[src/include/paillier_consts.svh]
`ifndef PAILLIER_CONSTS_SVH
`define PAILLIER_CONSTS_SVH

// Bits per operand word
`define PAILLIER_WIDTH 32

// Operand pairs per task
`define PAILLIER_TASK_LEN 4

// FIFO address bits, log2 of the task length
`define PAILLIER_FIFO_AW 2

// n squared for n = 2773, every operand must stay below it
`define PAILLIER_MODULUS 32'h0075_5539

`endif

[src/verilog/paillier_pkg.sv]
`default_nettype none

`include "paillier_consts.svh"

package paillier_pkg;

    typedef logic [`PAILLIER_WIDTH-1:0] word_t;

    // Addition carries c1 and c2, scalar multiplication the ciphertext and its constant
    typedef struct packed {
        word_t first;
        word_t second;
    } operand_pair_t;

    typedef enum logic [1:0] {
        CMD_HOMO_ADD   = 2'd2,
        CMD_SCALAR_MUL = 2'd3
    } task_cmd_t;

    typedef enum logic [1:0] {
        ST_IDLE,
        ST_ISSUE,
        ST_WAIT,
        ST_END
    } seq_state_t;

    typedef logic [`PAILLIER_FIFO_AW:0] count_t;  // Holds the full task length

endpackage

`default_nettype wire

[src/verilog/mod_op_if.sv]
`timescale 1ns/1ps
`default_nettype none

interface mod_op_if;
    import paillier_pkg::*;

    logic  start;   // One-cycle request, a and b sampled on this edge
    word_t a;
    word_t b;
    word_t result;
    logic  done;    // One-cycle pulse, result valid with it

    modport requester (
        output start,
        output a,
        output b,
        input  result,
        input  done
    );

    modport engine (
        input  start,
        input  a,
        input  b,
        output result,
        output done
    );

endinterface

`default_nettype wire

[src/verilog/operand_fifo.sv]
`timescale 1ns/1ps
`default_nettype none

`include "paillier_consts.svh"

module operand_fifo (
    input  logic                        clk,
    input  logic                        rst_n,
    input  logic                        push,
    input  logic                        pop,
    input  paillier_pkg::operand_pair_t write_data,
    output paillier_pkg::operand_pair_t read_data,
    output logic                        empty,
    output logic                        full
);
    import paillier_pkg::*;

    localparam count_t DEPTH = count_t'(`PAILLIER_TASK_LEN);

    operand_pair_t                mem [`PAILLIER_TASK_LEN];
    logic [`PAILLIER_FIFO_AW-1:0] wr_ptr;
    logic [`PAILLIER_FIFO_AW-1:0] rd_ptr;
    count_t                       level;
    logic                         do_push;
    logic                         do_pop;

    assign empty     = (level == '0);
    assign full      = (level == DEPTH);
    assign do_push   = push && !full;
    assign do_pop    = pop && !empty;
    assign read_data = mem[rd_ptr];  // Head is visible the cycle after its push

    always_ff @(posedge clk) begin
        if (do_push) begin
            mem[wr_ptr] <= write_data;
        end
    end

    always_ff @(posedge clk or negedge rst_n) begin
        if (!rst_n) begin
            wr_ptr <= '0;
            rd_ptr <= '0;
            level  <= '0;
        end else begin
            if (do_push) begin
                wr_ptr <= wr_ptr + 1'b1;  // Depth is a power of two so the pointer wraps
            end
            if (do_pop) begin
                rd_ptr <= rd_ptr + 1'b1;
            end
            case ({do_push, do_pop})
                2'b10:   level <= level + 1'b1;
                2'b01:   level <= level - 1'b1;
                default: level <= level;
            endcase
        end
    end

endmodule

`default_nettype wire

[src/verilog/mod_multiplier.sv]
`timescale 1ns/1ps
`default_nettype none

`include "paillier_consts.svh"

module mod_multiplier (
    input  logic     clk,
    input  logic     rst_n,
    mod_op_if.engine op
);
    import paillier_pkg::*;

    localparam int CW = $clog2(`PAILLIER_WIDTH);
    localparam logic [`PAILLIER_WIDTH:0] MOD_EXT = {1'b0, `PAILLIER_MODULUS};

    logic [`PAILLIER_WIDTH:0] acc;      // One bit of headroom over a word
    logic [`PAILLIER_WIDTH:0] dbl;
    logic [`PAILLIER_WIDTH:0] dbl_red;
    logic [`PAILLIER_WIDTH:0] sum;
    logic [`PAILLIER_WIDTH:0] sum_red;
    word_t                    a_q;
    word_t                    b_q;
    logic [CW-1:0]            bit_cnt;
    logic                     busy;
    logic                     done_q;

    // Both partial values stay below 2n^2, so one subtraction each is enough
    always_comb begin
        dbl     = acc << 1;
        dbl_red = (dbl >= MOD_EXT) ? dbl - MOD_EXT : dbl;
        sum     = b_q[`PAILLIER_WIDTH-1] ? dbl_red + {1'b0, a_q} : dbl_red;
        sum_red = (sum >= MOD_EXT) ? sum - MOD_EXT : sum;
    end

    always_ff @(posedge clk or negedge rst_n) begin
        if (!rst_n) begin
            busy    <= 1'b0;
            bit_cnt <= '0;
            done_q  <= 1'b0;
        end else begin
            done_q <= 1'b0;
            if (op.start && !busy) begin
                busy    <= 1'b1;
                bit_cnt <= CW'(`PAILLIER_WIDTH - 1);
            end else if (busy) begin
                bit_cnt <= bit_cnt - 1'b1;
                if (bit_cnt == '0) begin
                    busy   <= 1'b0;
                    done_q <= 1'b1;   // Lands PAILLIER_WIDTH+1 cycles after start
                end
            end
        end
    end

    always_ff @(posedge clk) begin
        if (op.start && !busy) begin
            a_q <= op.a;
            b_q <= op.b;
            acc <= '0;
        end else if (busy) begin
            acc <= sum_red;
            b_q <= b_q << 1;          // Next multiplier bit moves to the top
        end
    end

    assign op.result = acc[`PAILLIER_WIDTH-1:0];
    assign op.done   = done_q;

endmodule

`default_nettype wire

[src/verilog/mod_exponentiator.sv]
`timescale 1ns/1ps
`default_nettype none

`include "paillier_consts.svh"

module mod_exponentiator (
    input  logic     clk,
    input  logic     rst_n,
    mod_op_if.engine op
);
    import paillier_pkg::*;

    localparam int CW = $clog2(`PAILLIER_WIDTH);

    typedef enum logic [1:0] {
        EX_IDLE,
        EX_SQR,
        EX_MUL
    } exp_state_t;

    exp_state_t    state;
    word_t         base_q;
    word_t         exp_q;
    word_t         res_q;
    logic [CW-1:0] bit_cnt;
    logic          mul_start;
    logic          done_q;
    logic          accept;
    logic          step_done;
    logic          go_mul;

    mod_op_if mul_bus ();

    mod_multiplier mul_inst (
        .clk   (clk),
        .rst_n (rst_n),
        .op    (mul_bus)
    );

    // Square uses the running result twice, the multiply step brings in the base
    assign mul_bus.start = mul_start;
    assign mul_bus.a     = res_q;
    assign mul_bus.b     = (state == EX_MUL) ? base_q : res_q;

    assign accept    = (state == EX_IDLE) && op.start;
    assign step_done = (state != EX_IDLE) && mul_bus.done;
    assign go_mul    = step_done && (state == EX_SQR) && exp_q[`PAILLIER_WIDTH-1];

    always_ff @(posedge clk or negedge rst_n) begin
        if (!rst_n) begin
            state     <= EX_IDLE;
            bit_cnt   <= '0;
            mul_start <= 1'b0;
            done_q    <= 1'b0;
        end else begin
            mul_start <= 1'b0;
            done_q    <= 1'b0;
            if (accept) begin
                state     <= EX_SQR;
                bit_cnt   <= CW'(`PAILLIER_WIDTH - 1);
                mul_start <= 1'b1;
            end else if (go_mul) begin
                state     <= EX_MUL;
                mul_start <= 1'b1;
            end else if (step_done) begin
                if (bit_cnt == '0) begin
                    state  <= EX_IDLE;
                    done_q <= 1'b1;
                end else begin
                    state     <= EX_SQR;
                    bit_cnt   <= bit_cnt - 1'b1;
                    mul_start <= 1'b1;
                end
            end
        end
    end

    always_ff @(posedge clk) begin
        if (accept) begin
            base_q <= op.a;
            exp_q  <= op.b;
            res_q  <= word_t'(1);    // A zero exponent leaves this untouched by value
        end else if (step_done) begin
            res_q <= mul_bus.result;
            if (!go_mul) begin
                exp_q <= exp_q << 1;
            end
        end
    end

    assign op.result = res_q;
    assign op.done   = done_q;

endmodule

`default_nettype wire

[src/verilog/task_sequencer.sv]
`timescale 1ns/1ps
`default_nettype none

`include "paillier_consts.svh"

module task_sequencer (
    input  logic                        clk,
    input  logic                        rst_n,
    input  logic                        task_req,
    input  paillier_pkg::task_cmd_t     task_cmd,
    input  logic                        add_pair_valid,
    input  logic                        scalar_pair_valid,
    input  logic                        fifo_empty,
    input  paillier_pkg::operand_pair_t fifo_head,
    output logic                        fifo_push,
    output logic                        fifo_pop,
    output logic                        pair_select,
    mod_op_if.requester                 mul_bus,
    mod_op_if.requester                 exp_bus,
    output paillier_pkg::word_t         result_data,
    output logic                        result_valid,
    output logic                        task_end
);
    import paillier_pkg::*;

    localparam count_t TASK_LEN = count_t'(`PAILLIER_TASK_LEN);

    seq_state_t state;
    task_cmd_t  cmd_q;
    count_t     push_cnt;
    count_t     res_cnt;
    logic       accept;
    logic       issue;
    logic       eng_done;
    word_t      eng_result;

    // Commands 0 and 1 are not handled here and leave the FSM idle
    assign accept = (state == ST_IDLE) && task_req &&
                    ((task_cmd == CMD_HOMO_ADD) || (task_cmd == CMD_SCALAR_MUL));

    assign pair_select = (cmd_q == CMD_SCALAR_MUL);
    assign fifo_push   = (state != ST_IDLE) && (push_cnt < TASK_LEN) &&
                         (pair_select ? scalar_pair_valid : add_pair_valid);

    // Pop and start share one edge, the engine samples the head before it moves
    assign issue         = (state == ST_ISSUE) && !fifo_empty;
    assign fifo_pop      = issue;
    assign mul_bus.start = issue && !pair_select;
    assign mul_bus.a     = fifo_head.first;
    assign mul_bus.b     = fifo_head.second;
    assign exp_bus.start = issue && pair_select;
    assign exp_bus.a     = fifo_head.first;
    assign exp_bus.b     = fifo_head.second;

    assign eng_done   = pair_select ? exp_bus.done : mul_bus.done;
    assign eng_result = pair_select ? exp_bus.result : mul_bus.result;

    always_ff @(posedge clk or negedge rst_n) begin
        if (!rst_n) begin
            state        <= ST_IDLE;
            cmd_q        <= CMD_HOMO_ADD;
            push_cnt     <= '0;
            res_cnt      <= '0;
            result_data  <= '0;
            result_valid <= 1'b0;
            task_end     <= 1'b0;
        end else begin
            result_valid <= 1'b0;
            task_end     <= 1'b0;
            if (fifo_push) begin
                push_cnt <= push_cnt + 1'b1;
            end
            case (state)
                ST_IDLE: begin
                    if (accept) begin
                        cmd_q    <= task_cmd;
                        push_cnt <= '0;
                        res_cnt  <= '0;
                        state    <= ST_ISSUE;
                    end
                end
                ST_ISSUE: begin
                    if (issue) begin
                        state <= ST_WAIT;
                    end
                end
                ST_WAIT: begin
                    if (eng_done) begin
                        result_data  <= eng_result;
                        result_valid <= 1'b1;
                        res_cnt      <= res_cnt + 1'b1;
                        state        <= (res_cnt == TASK_LEN - 1'b1) ? ST_END : ST_ISSUE;
                    end
                end
                ST_END: begin
                    task_end <= 1'b1;  // One cycle after the last result
                    state    <= ST_IDLE;
                end
                default: begin
                    state <= ST_IDLE;
                end
            endcase
        end
    end

endmodule

`default_nettype wire

[src/verilog/paillier_top.sv]
`timescale 1ns/1ps
`default_nettype none

module paillier_top (
    input  logic                clk,
    input  logic                rst_n,
    input  logic [1:0]          task_cmd,
    input  logic                task_req,
    input  paillier_pkg::word_t homo_add_c1,
    input  logic                homo_add_c1_valid,
    input  paillier_pkg::word_t homo_add_c2,
    input  logic                homo_add_c2_valid,
    input  paillier_pkg::word_t scalar_mul_c1,
    input  logic                scalar_mul_c1_valid,
    input  paillier_pkg::word_t scalar_mul_const,
    input  logic                scalar_mul_const_valid,
    output paillier_pkg::word_t result_data,
    output logic                result_valid,
    output logic                task_end
);
    import paillier_pkg::*;

    operand_pair_t fifo_wdata;
    operand_pair_t fifo_rdata;
    logic          fifo_push;
    logic          fifo_pop;
    logic          fifo_empty;
    logic          pair_select;

    mod_op_if seq_mul_bus ();
    mod_op_if seq_exp_bus ();

    // The sequencer chooses which operand stream feeds the FIFO
    always_comb begin
        if (pair_select) begin
            fifo_wdata.first  = scalar_mul_c1;
            fifo_wdata.second = scalar_mul_const;
        end else begin
            fifo_wdata.first  = homo_add_c1;
            fifo_wdata.second = homo_add_c2;
        end
    end

    task_sequencer task_sequencer_inst (
        .clk               (clk),
        .rst_n             (rst_n),
        .task_req          (task_req),
        .task_cmd          (task_cmd_t'(task_cmd)),
        .add_pair_valid    (homo_add_c1_valid && homo_add_c2_valid),
        .scalar_pair_valid (scalar_mul_c1_valid && scalar_mul_const_valid),
        .fifo_empty        (fifo_empty),
        .fifo_head         (fifo_rdata),
        .fifo_push         (fifo_push),
        .fifo_pop          (fifo_pop),
        .pair_select       (pair_select),
        .mul_bus           (seq_mul_bus),
        .exp_bus           (seq_exp_bus),
        .result_data       (result_data),
        .result_valid      (result_valid),
        .task_end          (task_end)
    );

    operand_fifo operand_fifo_inst (
        .clk        (clk),
        .rst_n      (rst_n),
        .push       (fifo_push),
        .pop        (fifo_pop),
        .write_data (fifo_wdata),
        .read_data  (fifo_rdata),
        .empty      (fifo_empty),
        .full       ()
    );

    mod_multiplier mod_multiplier_inst (
        .clk   (clk),
        .rst_n (rst_n),
        .op    (seq_mul_bus)
    );

    mod_exponentiator mod_exponentiator_inst (
        .clk   (clk),
        .rst_n (rst_n),
        .op    (seq_exp_bus)
    );

endmodule

`default_nettype wire

[config.mk]
export PLATFORM = sky130hd
export DESIGN_NAME = paillier_top
export DESIGN_NICKNAME = d
export VERILOG_FILES = /design/src/verilog/paillier_pkg.sv /design/src/verilog/mod_op_if.sv /design/src/verilog/operand_fifo.sv /design/src/verilog/mod_multiplier.sv /design/src/verilog/mod_exponentiator.sv /design/src/verilog/task_sequencer.sv /design/src/verilog/paillier_top.sv
export VERILOG_INCLUDE_DIRS = /design/src /design/src/include
export SDC_FILE = /design/constraint.sdc
export NUM_CORES = 1
export LEC_CHECK = 0
export BUFFER_PORTS_ARGS = -buffer_cell sky130_fd_sc_hd__buf_2
export CORE_AREA = 4 4 381 383
export CTS_CLUSTER_DIAMETER = 50
export CTS_CLUSTER_SIZE = 24
export DETAILED_ROUTE_END_ITERATION = 8
export DIE_AREA = 0 0 385 387
export PLACE_DENSITY = 0.38
export SKIP_LAST_GASP = 1
export SLEW_MARGIN = 20
export SYNTH_ARGS = -nofsm -noshare
export SYNTH_HDL_FRONTEND = slang
export SYNTH_HIERARCHICAL = 1
export SYNTH_SLANG_ARGS = --single-unit
[constraint.sdc]
create_clock -name clk -period 6.8 [get_ports clk]
set_clock_uncertainty 0.05 [all_clocks]
set_input_delay 0.68 -clock clk [delete_from_list [all_inputs] [get_ports clk]]
set_output_delay 0.68 -clock clk [all_outputs]
set_load 0.02 [all_outputs]
==> flow_metrics.py <==
metrics = {
    "die": {
        "core-area_sq_mm": 0.1414,
        "io_pins": 171,
        "die_area_sq_mm": 0.1490,
        "rows": 138,
        "die_h_microns": 387,
        "die_x_microns": 385,
        "start_util": 0.2496,
    },
    "synthesis": {
        "avgSynthCellArea_sq_um": 11.60,
        "yosys-top-cells-area": "edfxtp_1 (38%), mux2_2 (5.5%), dfxtp_1 (5.4%)",
        "synth.top_cell.area_share": 0.3812,
        "ys_types": 129,
        "async_reset_ff_frac": 0.1197,
        "ys.flop_type": "edfxtp_1",
        "synth_cells": 3042,
        "synth_top_area_cell": "edfxtp_1",
        "yosysSeqAreaShare": 0.4881,
        "ys_seq_elements": 618,
        "syn_nets": 3265,
        "yosysMostFrequentCell": "edfxtp_1",
        "synth_edf_count": 448,
        "synthTopCellsByCount": "edfxtp_1 (448), nand2_1 (275), mux2_2 (172), a21oi_1 (144), nor2_1 (142)",
        "yosysWarnings": 6,
        "synth_area_sq_mm": 0.03529,
    },
    "worst_setup_path": {
        "max_stage_delay_ns": 0.54,
        "cp-end-kind": "flip-flop",
        "slowest_stage": "or4_1",
        "cp-start-kind": "flip-flop",
        "cp.required_ns": 7.32,
        "setup.worst_path.class": "reg -> reg",
        "cp_top_family": "compound AO/OA/AOI/OAI gates",
        "worstPathArrival_ns": 6.99,
        "crit_buf_inv": 4,
        "path_cells": "inv_1, ha_1, nand4b_2, a31oi_4, o31a_4, nor2_2, inv_2, nand2_1, xnor2_1, ha_1, a21oi_1, o211ai_1, buf_4, a221oi_1, xnor2_1, o211a_2, o221ai_1, o21bai_1, a21oi_1, buf_4, nor4_4, nor2_2, or4_1, a32o_1",
        "cp_max_fo": 11,
    },
    "layout": {
        "final_layout_size_suffix_gt1_frac": 0.2643,
        "finalNetCount": 3365,
        "fillers": 14620,
        "finalNonFillerCells": 5114,
        "syn2layout_area_growth_pct": 16.09,
    },
    "clocking": {
        "cts_sinks": 618,
        "cts_tree": "done",
        "numCtsBuffers": 93,
        "htree_levels": 3,
        "insertion_delay_ns": 0.71,
        "clockBufferDepth": 3,
        "clockRootBuffer": "clkbuf_16",
        "clkSlewWorstSetupHoldPaths_ns": 0.06,
    },
    "detailed_routing": {
        "first_pass_iters": 5,
        "drt_iter0_markers": 1572,
        "drc_errors": 0,
        "drtAntennaViolNets": 0,
        "wl_microns": 110800,
        "via_per_inst": 4.805,
        "via_count": 24570,
        "wl_per_cell_microns": 21.66,
    },
    "worst_hold_path": {
        "hold_path.class": "in -> reg",
    },
    "global_route": {
        "grt_max_degree": 65,
        "grt_pass1_vias": 24780,
        "grt_first_pass_wirelength_microns": 164000,
        "antenna_found_initial": 13,
        "grt_usage": 0.1450,
        "overflow": 0,
    },
    "sta": {
        "min_period_over_period": 0.9517,
        "period_needed_ns": 6.471,
        "final_hold_viol_count": 0,
        "finalSetupViolCount": 0,
        "tns_ns": 0,
        "tightest_slew_ns": 0.9830,
        "maxSlewViolCount": 0,
        "maxSlewHeadroom": 0.3364,
        "max_freq_mhz": 154.5,
    },
    "placement": {
        "hpwl_microns": 81930,
        "gp_congestion": 0.8326,
        "dp_cells": 4934,
        "io_buffers": 170,
    },
    "run_status": {
        "status": "complete, no violations",
    },
    "job": {
        "maxCapViolCount": 0,
    },
}
## worst reg2reg max path, delay by kind of cell (launching register included)
family | cells | cell delay [ns]
adders and majority gates | 2 | 0.59
and+or+nand+nor | 6 | 1.76
AOI/OAI and AO/OA | 10 | 2.55
buffers and inverters | 4 | 0.73
DFF | 1 | 0.34
xor gates and xnor gates | 2 | 0.38
## logic make-up after synthesis
logic type      Yosys count  share of synthesized area
compound gates          718                     0.1441
xor+xnor                129                    0.03201
fa+ha+maj                86                    0.03113
buf+inv                 373                    0.06250
flops                   618                     0.4881
mux                     327                     0.1302
simple gates            791                     0.1119
## worst paths after layout
path / start / endpoint / cells past startpoint / slack (ns)
hold / removal: task_cmd[0] / task_sequencer_inst/cmd_q[0] / 2 / 0.20
setup / recovery: mod_exponentiator_inst/mul_inst/acc[0] / mod_exponentiator_inst/mul_inst/acc[24] / 24 / 0.33
min in group asynchronous: rst_n / task_sequencer_inst/result_data[11] / 2 / 0.43
setup reg to reg: mod_exponentiator_inst/mul_inst/acc[0] / mod_exponentiator_inst/mul_inst/acc[24] / 24 / 0.33
max in group asynchronous: rst_n / operand_fifo_inst/rd_ptr[0] / 3 / 5.17
hold reg to reg: task_sequencer_inst/res_cnt[0] / task_sequencer_inst/res_cnt[0] / 1 / 0.43
## sequential cells by signal, summed over array words and instances (netlist names), 2 cells and up
register and count:
mod_exponentiator_inst/base_q 32, mod_exponentiator_inst/bit_cnt 5, mod_exponentiator_inst/exp_q 32, mod_exponentiator_inst/mul_inst/a_q 32, mod_exponentiator_inst/mul_inst/acc 32, mod_exponentiator_inst/mul_inst/b_q 32
mod_exponentiator_inst/mul_inst/bit_cnt 5, mod_exponentiator_inst/op.result 32, mod_exponentiator_inst/state 2, mod_multiplier_inst/a_q 32, mod_multiplier_inst/acc 32, mod_multiplier_inst/b_q 32
mod_multiplier_inst/bit_cnt 5, operand_fifo_inst/level 3, operand_fifo_inst/mem 256, operand_fifo_inst/rd_ptr 2, operand_fifo_inst/wr_ptr 2, task_sequencer_inst/cmd_q 2
task_sequencer_inst/push_cnt 3, task_sequencer_inst/res_cnt 3, task_sequencer_inst/result_data 32, task_sequencer_inst/state 2
## layer usage
layer / wire (microns) / GRT usage
met1: 52160 / 0.2036
met2: 49820 / 0.2262
met3: 5257 / 0.02546
met4: 3545 / 0.04615
met5: 0 / 0
## timing repair
item                                    4_1_cts  5_1_grt
setup buffers                                 0        1
hold buffers                                  1        0
endpoints found under the setup margin        0       32
resized for setup                             0        7
hold endpoints to repair                     20        0
## layout by cell type, fill, tap and decap left out, drive strengths merged, types with 66 or more instances in the layout
master  count
ha         83
nor2      147
dfxtp      96
nand3      66
inv       111
nand2     275
dfrtp      73
buf       293
mux2      236
edfxtp    448
o21ai     145
a21oi     147
clkbuf    103
xnor2      68
## stage by stage
step                setup slack (ns)    util  hold slack (ns)  area (sq um)
finish                        0.3286  0.2897           0.2046         40970
detailed placement            0.1833  0.2658           0.4247         37590
floorplan                     0.8372       -           0.3344         35290
global route               -0.001080  0.2897           0.1655         40970
global placement              0.2470  0.2658           0.4233         37590
CTS                           0.1417  0.2894           0.1435         40920
## final cells by class
type | count | area, sq um | area share
Timing Repair Buffer | 294 | 1799 | 0.04392
Multi-Input combinational cell | 2052 | 15940 | 0.3891
Tap cell | 1890 | 2365 | 0.05772
Sequential cell | 618 | 17230 | 0.4206
Clock buffer | 103 | 2437 | 0.05949
Clock inverter | 73 | 879.6 | 0.02147
Inverter | 83 | 311.5 | 0.007604
Antenna cell | 1 | 2.502 | 0.00006108
Power is left out: the tool's default activity adds up to more than one toggle a clock period on the data nets, which glitch-free logic cannot reach.
